### config.mk
export PLATFORM = sky130hd
export DESIGN_NAME = rbk_rf_ctrl
export DESIGN_NICKNAME = d
export VERILOG_FILES = /design/src/source/rbk_rf_pkg.sv /design/src/source/rbk_cmd_fifo.sv /design/src/source/rbk_rf_wr_seq.sv /design/src/source/rbk_rf_rd_seq.sv /design/src/source/rbk_rf_slot_track.sv /design/src/source/rbk_rf_ctrl.sv
export VERILOG_INCLUDE_DIRS = /design/src /design/src/include
export SDC_FILE = /design/constraint.sdc
export NUM_CORES = 1
export LEC_CHECK = 0
export BUFFER_PORTS_ARGS = -buffer_cell sky130_fd_sc_hd__buf_2
export CAP_MARGIN = 20
export CELL_PAD_IN_SITES_DETAIL_PLACEMENT = 1
export CELL_PAD_IN_SITES_GLOBAL_PLACEMENT = 1
export CORE_AREA = 3 3 424 426
export CTS_CLUSTER_SIZE = 24
export DETAILED_ROUTE_END_ITERATION = 10
export DIE_AREA = 0 0 427 429
export PLACE_DENSITY = 0.3
export SYNTH_ARGS = -nofsm -noshare
export SYNTH_HDL_FRONTEND = slang
export SYNTH_HIERARCHICAL = 1
export SYNTH_SLANG_ARGS = --single-unit
### constraint.sdc
create_clock -name nvdla_core_clk -period 3.45 [get_ports nvdla_core_clk]
set_input_delay 0.345 -clock nvdla_core_clk [delete_from_list [all_inputs] [get_ports nvdla_core_clk]]
set_output_delay 0.345 -clock nvdla_core_clk [all_outputs]
set_load 0.02 [all_outputs]
### src/include/rbk_rf_defines.svh
`ifndef RBK_RF_DEFINES_SVH
`define RBK_RF_DEFINES_SVH

// data path
`define RBK_DATA_W      512
`define RBK_ADDR_W      5
`define RBK_MASK_W      12
`define RBK_ATOM_BYTES  32

// command fields and counters
`define RBK_CNT_W       6
`define RBK_WCMD_W      11
`define RBK_RCMD_W      12

// two slots plus wrap bit
`define RBK_SLOT_PTR_W  2

`endif

### src/source/rbk_rf_pkg.sv
`default_nettype none

`include "rbk_rf_defines.svh"

package rbk_rf_pkg;

  // value 1 (split) is reserved
  typedef enum logic [1:0] {
    rbk_mode_contract = 2'd0,
    rbk_mode_merge    = 2'd2
  } rbk_mode_e;

  typedef enum logic [1:0] {
    rbk_prec_int8  = 2'd0,
    rbk_prec_int16 = 2'd1
  } rbk_prec_e;

  typedef struct packed {
    logic [`RBK_WCMD_W-`RBK_CNT_W-1:0] row_m1;  // rows - 1
    logic [`RBK_CNT_W-1:0]             col_m1;  // columns - 1
  } rbk_wr_cmd_t;

  typedef struct packed {
    logic [`RBK_CNT_W-1:0] row_m1;
    logic [`RBK_CNT_W-1:0] col_m1;
  } rbk_rd_cmd_t;

  typedef struct packed {
    logic [`RBK_ADDR_W-1:0] addr;
    logic [`RBK_DATA_W-1:0] data;
    logic                   done;  // last beat of a write command
  } rbk_rf_wr_t;

  typedef struct packed {
    logic [`RBK_ADDR_W-1:0] addr;
    logic [`RBK_MASK_W-1:0] mask;  // {atom1 bytes, atom0 bytes}
    logic                   done;
  } rbk_rf_rd_t;

endpackage

`default_nettype wire

### src/source/rbk_cmd_fifo.sv
`timescale 1ns/1ps
`default_nettype none

module rbk_cmd_fifo #(
  parameter int width = 11
) (
  input  logic             nvdla_core_clk,
  input  logic             nvdla_core_rstn,
  input  logic             in_vld,
  output logic             in_rdy,
  input  logic [width-1:0] in_pd,
  output logic             out_vld,
  input  logic             out_rdy,
  output logic [width-1:0] out_pd
);

  logic [width-1:0] mem [2];
  logic [1:0]       wptr;  // msb is the wrap bit
  logic [1:0]       rptr;
  logic             push;
  logic             pop;

  assign in_rdy  = ~((wptr[1] ^ rptr[1]) & (wptr[0] == rptr[0]));
  assign out_vld = (wptr != rptr);
  assign push    = in_vld & in_rdy;
  assign pop     = out_vld & out_rdy;
  assign out_pd  = mem[rptr[0]];

  always_ff @(posedge nvdla_core_clk or negedge nvdla_core_rstn) begin
    if (!nvdla_core_rstn) begin
      wptr <= 2'd0;
      rptr <= 2'd0;
    end else begin
      if (push) wptr <= wptr + 2'd1;
      if (pop)  rptr <= rptr + 2'd1;
    end
  end

  // storage, no reset needed
  always_ff @(posedge nvdla_core_clk) begin
    if (push) begin
      mem[wptr[0]] <= in_pd;
    end
  end

endmodule

`default_nettype wire

### src/source/rbk_rf_wr_seq.sv
`timescale 1ns/1ps
`default_nettype none

`include "rbk_rf_defines.svh"

module rbk_rf_wr_seq (
  input  logic                    nvdla_core_clk,
  input  logic                    nvdla_core_rstn,
  input  rbk_rf_pkg::rbk_mode_e   mode,
  input  rbk_rf_pkg::rbk_prec_e   prec,
  input  logic                    cmd_vld,
  output logic                    cmd_rdy,
  input  rbk_rf_pkg::rbk_wr_cmd_t cmd,
  input  logic                    data_fifo_vld,
  output logic                    data_fifo_rdy,
  input  logic [`RBK_DATA_W-1:0]  data_fifo_pd,
  input  logic                    rf_wr_rdy,
  input  logic                    rf_full,
  output logic                    rf_wr_vld,
  output rbk_rf_pkg::rbk_rf_wr_t  rf_wr
);

  import rbk_rf_pkg::*;

  logic                   m_contract;
  logic                   m_int16;
  logic                   cmd_hold;   // waiting for first command
  logic                   cmd_open;
  logic [`RBK_CNT_W:0]    total_col;  // up to 64 columns
  logic [`RBK_CNT_W-1:0]  total_row;
  logic [`RBK_CNT_W-1:0]  total_colm;
  logic [`RBK_CNT_W-1:0]  ccnt;
  logic [`RBK_CNT_W-1:0]  ccnt_inc;
  logic [`RBK_CNT_W-1:0]  rcnt;
  logic [`RBK_CNT_W-1:0]  rcnt_inc;
  logic                   col_end;
  logic                   row_end;
  logic [`RBK_ADDR_W-1:0] wr_addr;

  assign m_contract = (mode == rbk_mode_contract);
  assign m_int16    = (prec == rbk_prec_int16);

  ////////////////////////////////////////////////////////////////////////////
  // command pop
  assign cmd_rdy = row_end | cmd_hold;

  always_ff @(posedge nvdla_core_clk or negedge nvdla_core_rstn) begin
    if (!nvdla_core_rstn) begin
      cmd_hold  <= 1'b1;
      cmd_open  <= 1'b0;
      total_col <= '0;
      total_row <= '0;
    end else begin
      if (cmd_hold & cmd_vld) cmd_hold <= 1'b0;
      else if (row_end & ~cmd_vld) cmd_hold <= 1'b1;
      if (cmd_vld & cmd_rdy) begin
        cmd_open  <= 1'b1;
        total_col <= cmd.col_m1 + 1'b1;
        total_row <= cmd.row_m1 + 1'b1;
      end else if (row_end) begin
        cmd_open <= 1'b0;
      end
    end
  end

  ////////////////////////////////////////////////////////////////////////////
  // data beats and counters
  assign data_fifo_rdy = cmd_open & rf_wr_rdy & ~rf_full & data_fifo_vld;
  assign rf_wr_vld     = data_fifo_vld & data_fifo_rdy;

  assign total_colm = total_col[`RBK_CNT_W:1] + total_col[0];  // two columns per addr
  assign ccnt_inc   = ccnt + 1'b1;
  assign rcnt_inc   = rcnt + 1'b1;
  assign col_end    = rf_wr_vld & (ccnt_inc >= total_colm);
  assign row_end    = col_end & (rcnt_inc == total_row);

  always_ff @(posedge nvdla_core_clk or negedge nvdla_core_rstn) begin
    if (!nvdla_core_rstn) begin
      ccnt    <= '0;
      rcnt    <= '0;
      wr_addr <= '0;
    end else begin
      if (col_end) ccnt <= '0;
      else if (rf_wr_vld) ccnt <= ccnt_inc;
      if (row_end) rcnt <= '0;
      else if (col_end) rcnt <= rcnt_inc;
      // contract rows sit 4 apart, merge int16 rows 2 apart
      if (row_end) wr_addr <= '0;
      else if (m_contract & col_end) wr_addr <= {rcnt_inc[2:0], 2'b00};
      else if (~m_contract & m_int16 & col_end) wr_addr <= {rcnt_inc[3:0], 1'b0};
      else if (rf_wr_vld) wr_addr <= wr_addr + 1'b1;
    end
  end

  assign rf_wr.addr = wr_addr;
  assign rf_wr.data = data_fifo_pd;
  assign rf_wr.done = row_end;

endmodule

`default_nettype wire

### src/source/rbk_rf_rd_seq.sv
`timescale 1ns/1ps
`default_nettype none

`include "rbk_rf_defines.svh"

module rbk_rf_rd_seq (
  input  logic                    nvdla_core_clk,
  input  logic                    nvdla_core_rstn,
  input  rbk_rf_pkg::rbk_mode_e   mode,
  input  rbk_rf_pkg::rbk_prec_e   prec,
  input  logic                    cmd_vld,
  output logic                    cmd_rdy,
  input  rbk_rf_pkg::rbk_rd_cmd_t cmd,
  input  logic                    rf_rd_rdy,
  input  logic                    rf_nempty,
  output logic                    rf_rd_vld,
  output rbk_rf_pkg::rbk_rf_rd_t  rf_rd
);

  import rbk_rf_pkg::*;

  localparam int half_w = `RBK_MASK_W / 2;
  localparam logic [half_w-1:0] atom_bytes = `RBK_ATOM_BYTES;

  logic                   m_contract;
  logic                   m_int16;
  logic                   cmd_hold;
  logic                   cmd_open;
  logic [`RBK_CNT_W:0]    col_tmp;    // latched command totals
  logic [`RBK_CNT_W:0]    row_tmp;
  logic [`RBK_CNT_W:0]    rd_total_col;
  logic [`RBK_CNT_W:0]    rd_total_row;
  logic [`RBK_CNT_W-1:0]  total_colm;
  logic [`RBK_CNT_W-1:0]  ccnt;
  logic [`RBK_CNT_W-1:0]  ccnt_inc;
  logic [`RBK_CNT_W-1:0]  rcnt;
  logic [`RBK_CNT_W:0]    rcnt_inc;
  logic                   col_end;
  logic                   row_end;
  logic [`RBK_ADDR_W-1:0] rd_addr;
  logic [`RBK_CNT_W:0]    remain_col;
  logic [`RBK_CNT_W:0]    remain_row;
  logic [half_w-1:0]      byte_num;
  logic [`RBK_MASK_W-1:0] contract_mask;
  logic [`RBK_MASK_W-1:0] merge_mask;

  assign m_contract = (mode == rbk_mode_contract);
  assign m_int16    = (prec == rbk_prec_int16);

  ////////////////////////////////////////////////////////////////////////////
  // command pop, one group per command
  assign cmd_rdy = row_end | cmd_hold;

  always_ff @(posedge nvdla_core_clk or negedge nvdla_core_rstn) begin
    if (!nvdla_core_rstn) begin
      cmd_hold <= 1'b1;
      cmd_open <= 1'b0;
      col_tmp  <= '0;
      row_tmp  <= '0;
    end else begin
      if (cmd_hold & cmd_vld) cmd_hold <= 1'b0;
      else if (row_end & ~cmd_vld) cmd_hold <= 1'b1;
      if (cmd_vld & cmd_rdy) begin
        cmd_open <= 1'b1;
        col_tmp  <= cmd.col_m1 + 1'b1;
        row_tmp  <= cmd.row_m1 + 1'b1;
      end else if (row_end) begin
        cmd_open <= 1'b0;
      end
    end
  end

  // merge reads one row of element columns
  assign rd_total_col = m_contract ? col_tmp : row_tmp;
  assign rd_total_row = m_contract ? row_tmp : (`RBK_CNT_W+1)'(1);

  ////////////////////////////////////////////////////////////////////////////
  // read beats
  assign rf_rd_vld  = rf_rd_rdy & rf_nempty & cmd_open;
  assign total_colm = rd_total_col[`RBK_CNT_W:1] + rd_total_col[0];
  assign ccnt_inc   = ccnt + 1'b1;
  assign rcnt_inc   = rcnt + 1'b1;
  assign col_end    = rf_rd_vld & (ccnt_inc >= total_colm);
  assign row_end    = col_end & (rcnt_inc == rd_total_row);

  always_ff @(posedge nvdla_core_clk or negedge nvdla_core_rstn) begin
    if (!nvdla_core_rstn) begin
      ccnt    <= '0;
      rcnt    <= '0;
      rd_addr <= '0;
    end else begin
      if (col_end) ccnt <= '0;
      else if (rf_rd_vld) ccnt <= ccnt_inc;
      if (row_end) rcnt <= '0;
      else if (col_end) rcnt <= rcnt_inc[`RBK_CNT_W-1:0];
      if (row_end) rd_addr <= '0;
      else if (m_contract & col_end) rd_addr <= {rcnt_inc[2:0], 2'b00};
      else if (rf_rd_vld) rd_addr <= rd_addr + 1'b1;
    end
  end

  ////////////////////////////////////////////////////////////////////////////
  // byte mask, atom0 in the low half
  assign remain_col = col_tmp - {ccnt, 1'b0};
  assign remain_row = row_tmp - {ccnt, 1'b0};
  assign byte_num   = m_int16 ? {col_tmp[half_w-2:0], 1'b0} : col_tmp[half_w-1:0];

  assign contract_mask = (remain_col == 1) ? {{half_w{1'b0}}, atom_bytes}
                                           : {atom_bytes, atom_bytes};
  assign merge_mask    = (remain_row == 1) ? {{half_w{1'b0}}, byte_num}  // odd tail
                                           : {byte_num, byte_num};

  assign rf_rd.addr = rd_addr;
  assign rf_rd.mask = m_contract ? contract_mask : merge_mask;
  assign rf_rd.done = row_end;

endmodule

`default_nettype wire

### src/source/rbk_rf_slot_track.sv
`timescale 1ns/1ps
`default_nettype none

`include "rbk_rf_defines.svh"

module rbk_rf_slot_track (
  input  logic nvdla_core_clk,
  input  logic nvdla_core_rstn,
  input  logic wr_done,
  input  logic rd_done,
  output logic rf_full,
  output logic rf_nempty
);

  logic [`RBK_SLOT_PTR_W-1:0] wptr;  // blocks written
  logic [`RBK_SLOT_PTR_W-1:0] rptr;  // blocks read

  always_ff @(posedge nvdla_core_clk or negedge nvdla_core_rstn) begin
    if (!nvdla_core_rstn) begin
      wptr <= '0;
      rptr <= '0;
    end else begin
      if (wr_done) wptr <= wptr + 1'b1;
      if (rd_done) rptr <= rptr + 1'b1;
    end
  end

  // full when only the wrap bit differs
  assign rf_full   = ((wptr ^ rptr) == {1'b1, {(`RBK_SLOT_PTR_W-1){1'b0}}});
  assign rf_nempty = (wptr != rptr);

endmodule

`default_nettype wire

### src/source/rbk_rf_ctrl.sv
`timescale 1ns/1ps
`default_nettype none

`include "rbk_rf_defines.svh"

module rbk_rf_ctrl (
  input  logic                    nvdla_core_clk,
  input  logic                    nvdla_core_rstn,
  input  rbk_rf_pkg::rbk_mode_e   mode,
  input  rbk_rf_pkg::rbk_prec_e   prec,
  input  logic                    wr_cmd_vld,
  output logic                    wr_cmd_rdy,
  input  rbk_rf_pkg::rbk_wr_cmd_t wr_cmd,
  input  logic                    rd_cmd_vld,
  output logic                    rd_cmd_rdy,
  input  rbk_rf_pkg::rbk_rd_cmd_t rd_cmd,
  input  logic                    data_fifo_vld,
  output logic                    data_fifo_rdy,
  input  logic [`RBK_DATA_W-1:0]  data_fifo_pd,
  input  logic                    rf_wr_rdy,
  output logic                    rf_wr_vld,
  output rbk_rf_pkg::rbk_rf_wr_t  rf_wr,
  input  logic                    rf_rd_rdy,
  output logic                    rf_rd_vld,
  output rbk_rf_pkg::rbk_rf_rd_t  rf_rd
);

  import rbk_rf_pkg::*;

  logic        wr_cmd_ovld;
  logic        wr_cmd_ordy;
  rbk_wr_cmd_t wr_cmd_opd;
  logic        rd_cmd_ovld;
  logic        rd_cmd_ordy;
  rbk_rd_cmd_t rd_cmd_opd;
  logic        rf_full;
  logic        rf_nempty;

  ////////////////////////////////////////////////////////////////////////////
  // command FIFOs
  rbk_cmd_fifo #(.width(`RBK_WCMD_W)) u_wr_cmd_fifo (
    .nvdla_core_clk  (nvdla_core_clk),
    .nvdla_core_rstn (nvdla_core_rstn),
    .in_vld          (wr_cmd_vld),
    .in_rdy          (wr_cmd_rdy),
    .in_pd           (wr_cmd),
    .out_vld         (wr_cmd_ovld),
    .out_rdy         (wr_cmd_ordy),
    .out_pd          (wr_cmd_opd)
  );

  rbk_cmd_fifo #(.width(`RBK_RCMD_W)) u_rd_cmd_fifo (
    .nvdla_core_clk  (nvdla_core_clk),
    .nvdla_core_rstn (nvdla_core_rstn),
    .in_vld          (rd_cmd_vld),
    .in_rdy          (rd_cmd_rdy),
    .in_pd           (rd_cmd),
    .out_vld         (rd_cmd_ovld),
    .out_rdy         (rd_cmd_ordy),
    .out_pd          (rd_cmd_opd)
  );

  ////////////////////////////////////////////////////////////////////////////
  // write and read sequencers, one block apart
  rbk_rf_wr_seq u_rbk_rf_wr_seq (
    .nvdla_core_clk  (nvdla_core_clk),
    .nvdla_core_rstn (nvdla_core_rstn),
    .mode            (mode),
    .prec            (prec),
    .cmd_vld         (wr_cmd_ovld),
    .cmd_rdy         (wr_cmd_ordy),
    .cmd             (wr_cmd_opd),
    .data_fifo_vld   (data_fifo_vld),
    .data_fifo_rdy   (data_fifo_rdy),
    .data_fifo_pd    (data_fifo_pd),
    .rf_wr_rdy       (rf_wr_rdy),
    .rf_full         (rf_full),
    .rf_wr_vld       (rf_wr_vld),
    .rf_wr           (rf_wr)
  );

  rbk_rf_rd_seq u_rbk_rf_rd_seq (
    .nvdla_core_clk  (nvdla_core_clk),
    .nvdla_core_rstn (nvdla_core_rstn),
    .mode            (mode),
    .prec            (prec),
    .cmd_vld         (rd_cmd_ovld),
    .cmd_rdy         (rd_cmd_ordy),
    .cmd             (rd_cmd_opd),
    .rf_rd_rdy       (rf_rd_rdy),
    .rf_nempty       (rf_nempty),
    .rf_rd_vld       (rf_rd_vld),
    .rf_rd           (rf_rd)
  );

  rbk_rf_slot_track u_rbk_rf_slot_track (
    .nvdla_core_clk  (nvdla_core_clk),
    .nvdla_core_rstn (nvdla_core_rstn),
    .wr_done         (rf_wr.done),  // last write beat
    .rd_done         (rf_rd.done),
    .rf_full         (rf_full),
    .rf_nempty       (rf_nempty)
  );

endmodule

`default_nettype wire

==> impl_metrics.env <==
export IMPL_path_delay_family="compound AO/OA/AOI/OAI gates"
export IMPL_htreeDepth=4
export IMPL_worst_ep_arrival_time_ns=2.90
export IMPL_insertion_delay_ns=0.48
export IMPL_seqPwrFrac=0.388
export IMPL_drc_errors=0
export IMPL_drt_initial_drc_count=289
export IMPL_post_drt_via_cell_ratio=2.13
export IMPL_n_fill_cell=20900
export IMPL_ys_flop_type="dfrtp_1"
export IMPL_clock_path_buffers=2
export IMPL_synth_edf_count=46
export IMPL_p_leak_nw=3.81
export IMPL_clkPwrFrac=0.352
export IMPL_finalNonFillerCells=3154
export IMPL_multiInputGateArea_mm2=0.00377
export IMPL_synth_mux_area_frac=0.0641
export IMPL_clkTransAtPathRegs_ns=0.06
export IMPL_rsz0062_at_grt="true"
export IMPL_worstPathRequired_ns=3.11
export IMPL_finalInstanceArea_mm2=0.0115
export IMPL_core_mm2=0.176
export IMPL_hold_viol_final=0
export IMPL_final_cell_mix="81 x nand2_1, 71 x dfrtp_1, 61 x buf_2, 47 x buf_4, 46 x edfxtp_1"
export IMPL_cts_tree="done"
export IMPL_status="finished clean"
export IMPL_synth_top_family_by_area="buffers and inverters"
export IMPL_ios=1087
export IMPL_rows=154
export IMPL_grt_pass1_vias=7306
export IMPL_placed_area_mm2=0.0107
export IMPL_regArea_mm2=0.00332
export IMPL_p_sw_mw=1.71
export IMPL_setup_viol_count_final=0
export IMPL_ant_nets=0
export IMPL_critPathKind="reg -> out"
export IMPL_cp_end_kind="output port"
export IMPL_ys_types=75
export IMPL_grt_pass1_wl_um=108000
export IMPL_grt_antenna_before_repair=2
export IMPL_drive_gt1_frac=0.263
export IMPL_async_flop_share=0.626
export IMPL_skew_ns=0.00966
export IMPL_drt_pass1_iter_count=4
export IMPL_grt_max_degree=59
export IMPL_yosys_area_share_xor_xnor=0.0550
export IMPL_routed_wl_um=91900
export IMPL_reg2reg_setup_slack_ns=0.36
export IMPL_syn_instance_count=1198
export IMPL_switching_share=0.348
export IMPL_grt_ovfl_total=0
export IMPL_irDropWorstVdd_mv=0.395
export IMPL_die_h_um=429
export IMPL_synth_simple_area_share=0.0970
export IMPL_min_period_ns=3.24
export IMPL_fp_dieArea_mm2=0.183
export IMPL_grtUsageTotal=0.0969
export IMPL_powerDensity_mw_per_mm2=430
export IMPL_vias=6708
export IMPL_clock_root_buffer="clkbuf_16"
export IMPL_syn_cell_area_mm2=0.0112
export IMPL_cp_slowest_cell="a221o_1"
export IMPL_yosys_warnings=6
export IMPL_p_comb_frac=0.260
export IMPL_ys_seq_area_frac=0.297
export IMPL_synth_seq_cells=123
export IMPL_synth_compound_area_frac=0.0733
export IMPL_dp_hpwl_um=83200
export IMPL_start_kind="flop"
export IMPL_hp_class="in -> reg"
export IMPL_numPortBuffers=62
export IMPL_p_total_mw=4.92
export IMPL_syn_avg_cell_area_um2=9.32
export IMPL_crit_buf_inv=2
export IMPL_tightest_slew_ns=0.961
export IMPL_syn2layout_area_growth_pct=2.58
export IMPL_layout_commonest_cell="nand2_1"
export IMPL_fmax_mhz=308
export IMPL_die_w_um=427
export IMPL_start_util=0.0634
export IMPL_gp_congestion=0.727
export IMPL_routedWlPerCell_um=29.1
export IMPL_dp_cells=3105
export IMPL_nNetsFinal=1384
export IMPL_p_int_mw=3.21
export IMPL_maxSlewHeadroom=0.359
export IMPL_fin_crit_sh=0.940
export IMPL_cts_num_sinks=123
export IMPL_synth_adder_area_share=0.0439
export IMPL_drv_cap=0
export IMPL_cp_cell_sequence="inv_1, ha_1, or2_2, a2111oi_4, o221ai_1, a221o_1, nand2_1, o21ai_0, buf_2"
export IMPL_cp_slowest_stage_delay_ns=0.38
export IMPL_syn_num_nets=1782
export IMPL_cts_made_buffers=17
export IMPL_critPathMaxFanout=6
export IMPL_post_route_util=0.0650
export IMPL_slew_violations=0
routing by layer:
layer	part of all wire	global-route usage	up-vias
met1	0.23	0.0633	3027
met4	0.044	0.0434	12
met5	0.010	0.0360	-
met2	0.41	0.136	801
li1	-	-	2686
met3	0.31	0.142	182
per-stage QoR:
step                      hold WS (ns)  setup WS [ns]  setup TNS, ns
after floorplan                 0.0494         0.0362              0
after detailed placement         0.512         -0.112         -0.850
after CTS                      0.00144         0.0159              0
after global routing            0.0240        -0.0170        -0.0306
final                           0.0624          0.207              0
after global placement           0.497         -0.101         -0.707
power groups by stage:
stage | registers, mW | clock network, mW | logic, mW
after floorplan | 1.90 | 0 | 1.69
after global placement | 1.93 | 0 | 1.28
after detailed placement | 1.94 | 0 | 1.30
after CTS | 1.91 | 1.84 | 1.32
after global routing | 1.94 | 1.88 | 1.45
final | 1.91 | 1.73 | 1.28
flip-flops by register name, summed over array words and instances, names as in the netlist, 2 cells and up:
signal and flops:
u_rd_cmd_fifo/mem 24, u_wr_cmd_fifo/mem 22, u_rbk_rf_rd_seq/col_tmp 7, u_rbk_rf_rd_seq/row_tmp 7
u_rbk_rf_wr_seq/total_col 7, u_rbk_rf_rd_seq/ccnt 6, u_rbk_rf_rd_seq/rcnt 6, u_rbk_rf_wr_seq/ccnt 6
u_rbk_rf_wr_seq/rcnt 6, u_rbk_rf_wr_seq/total_row 6, u_rbk_rf_rd_seq/rd_addr 5, u_rbk_rf_wr_seq/wr_addr 5
u_rbk_rf_slot_track/rptr 2, u_rbk_rf_slot_track/wptr 2, u_rd_cmd_fifo/rptr 2, u_rd_cmd_fifo/wptr 2
u_wr_cmd_fifo/rptr 2, u_wr_cmd_fifo/wptr 2
final timing paths:
path | startpoint | end | depth (start not counted)
hold / removal | wr_cmd[10] | u_wr_cmd_fifo/mem[0][10]$_DFFE_PP_ | 1
min in group asynchronous | nvdla_core_rstn | u_rbk_rf_wr_seq/total_col[1]$_DFFE_PN0P_ | 2
setup / recovery | u_rbk_rf_rd_seq/ccnt[4]$_DFFE_PN0P_ | rf_rd[12] | 9
hold reg to reg | u_rbk_rf_slot_track/rptr[0]$_DFFE_PN0P_ | u_rbk_rf_slot_track/rptr[0]$_DFFE_PN0P_ | 1
max in group asynchronous | nvdla_core_rstn | u_rbk_rf_wr_seq/ccnt[1]$_DFFE_PN0P_ | 3
setup reg to reg | u_rbk_rf_wr_seq/ccnt[0]$_DFFE_PN0P_ | u_rbk_rf_wr_seq/total_row[3]$_DFFE_PN0P_ | 11
Yosys cell counts (all sizes together), types with 4 or more instances:
library cell	instances	area (um^2)
nand2	81	304
nand2b	10	62.6
mux2i	19	190
clkbuf	8	30.0
ha	36	450
and3	8	50.1
nand4	7	50.1
o31ai	4	43.8
inv	26	97.6
a21o	4	30.0
a21oi	33	169
buf	528	4000
nor2b	13	88.8
nand3	44	233
nor3	9	45.0
mux2	44	526
o21ai	37	185
and2	5	31.3
o211ai	5	37.5
xor2	19	174
xnor2	46	418
o22ai	7	43.8
dfrtp	75	1880
nor2	29	111
edfxtp	46	1380
or2	6	37.5
repair_timing:
action                                 in CTS  in global routing
pin swaps                                   0                  2
setup endpoints to repair                   7                  7
gates resized for setup                     6                  9
hold buffers                                9                  0
buffers inserted                            1                  5
endpoints found under the hold margin      22                  0
cloned                                      0                  0
cell families (layout without fill, tap and decap cells):
group / count (synthesis) / after routing
multiplexers: 63 / 63
flip-flops: 123 / 123
other: 0 / 1
XOR/XNOR: 66 / 66
AND/OR/NAND/NOR: 221 / 221
adder cells (fa/ha/maj): 38 / 38
buffers and inverters: 564 / 179
AO/OA/AOI/OAI: 123 / 123
final cells by class:
type,count,share of cell area
sequential,123,0.289
inverter,28,0.00918
antenna,1,0.000218
clock inverter,12,0.00787
tap,2340,0.256
clock buffer,20,0.0400
timing repair buffer,119,0.0681
multi-input combinational,511,0.330
(Power assumes the default switching activity.)
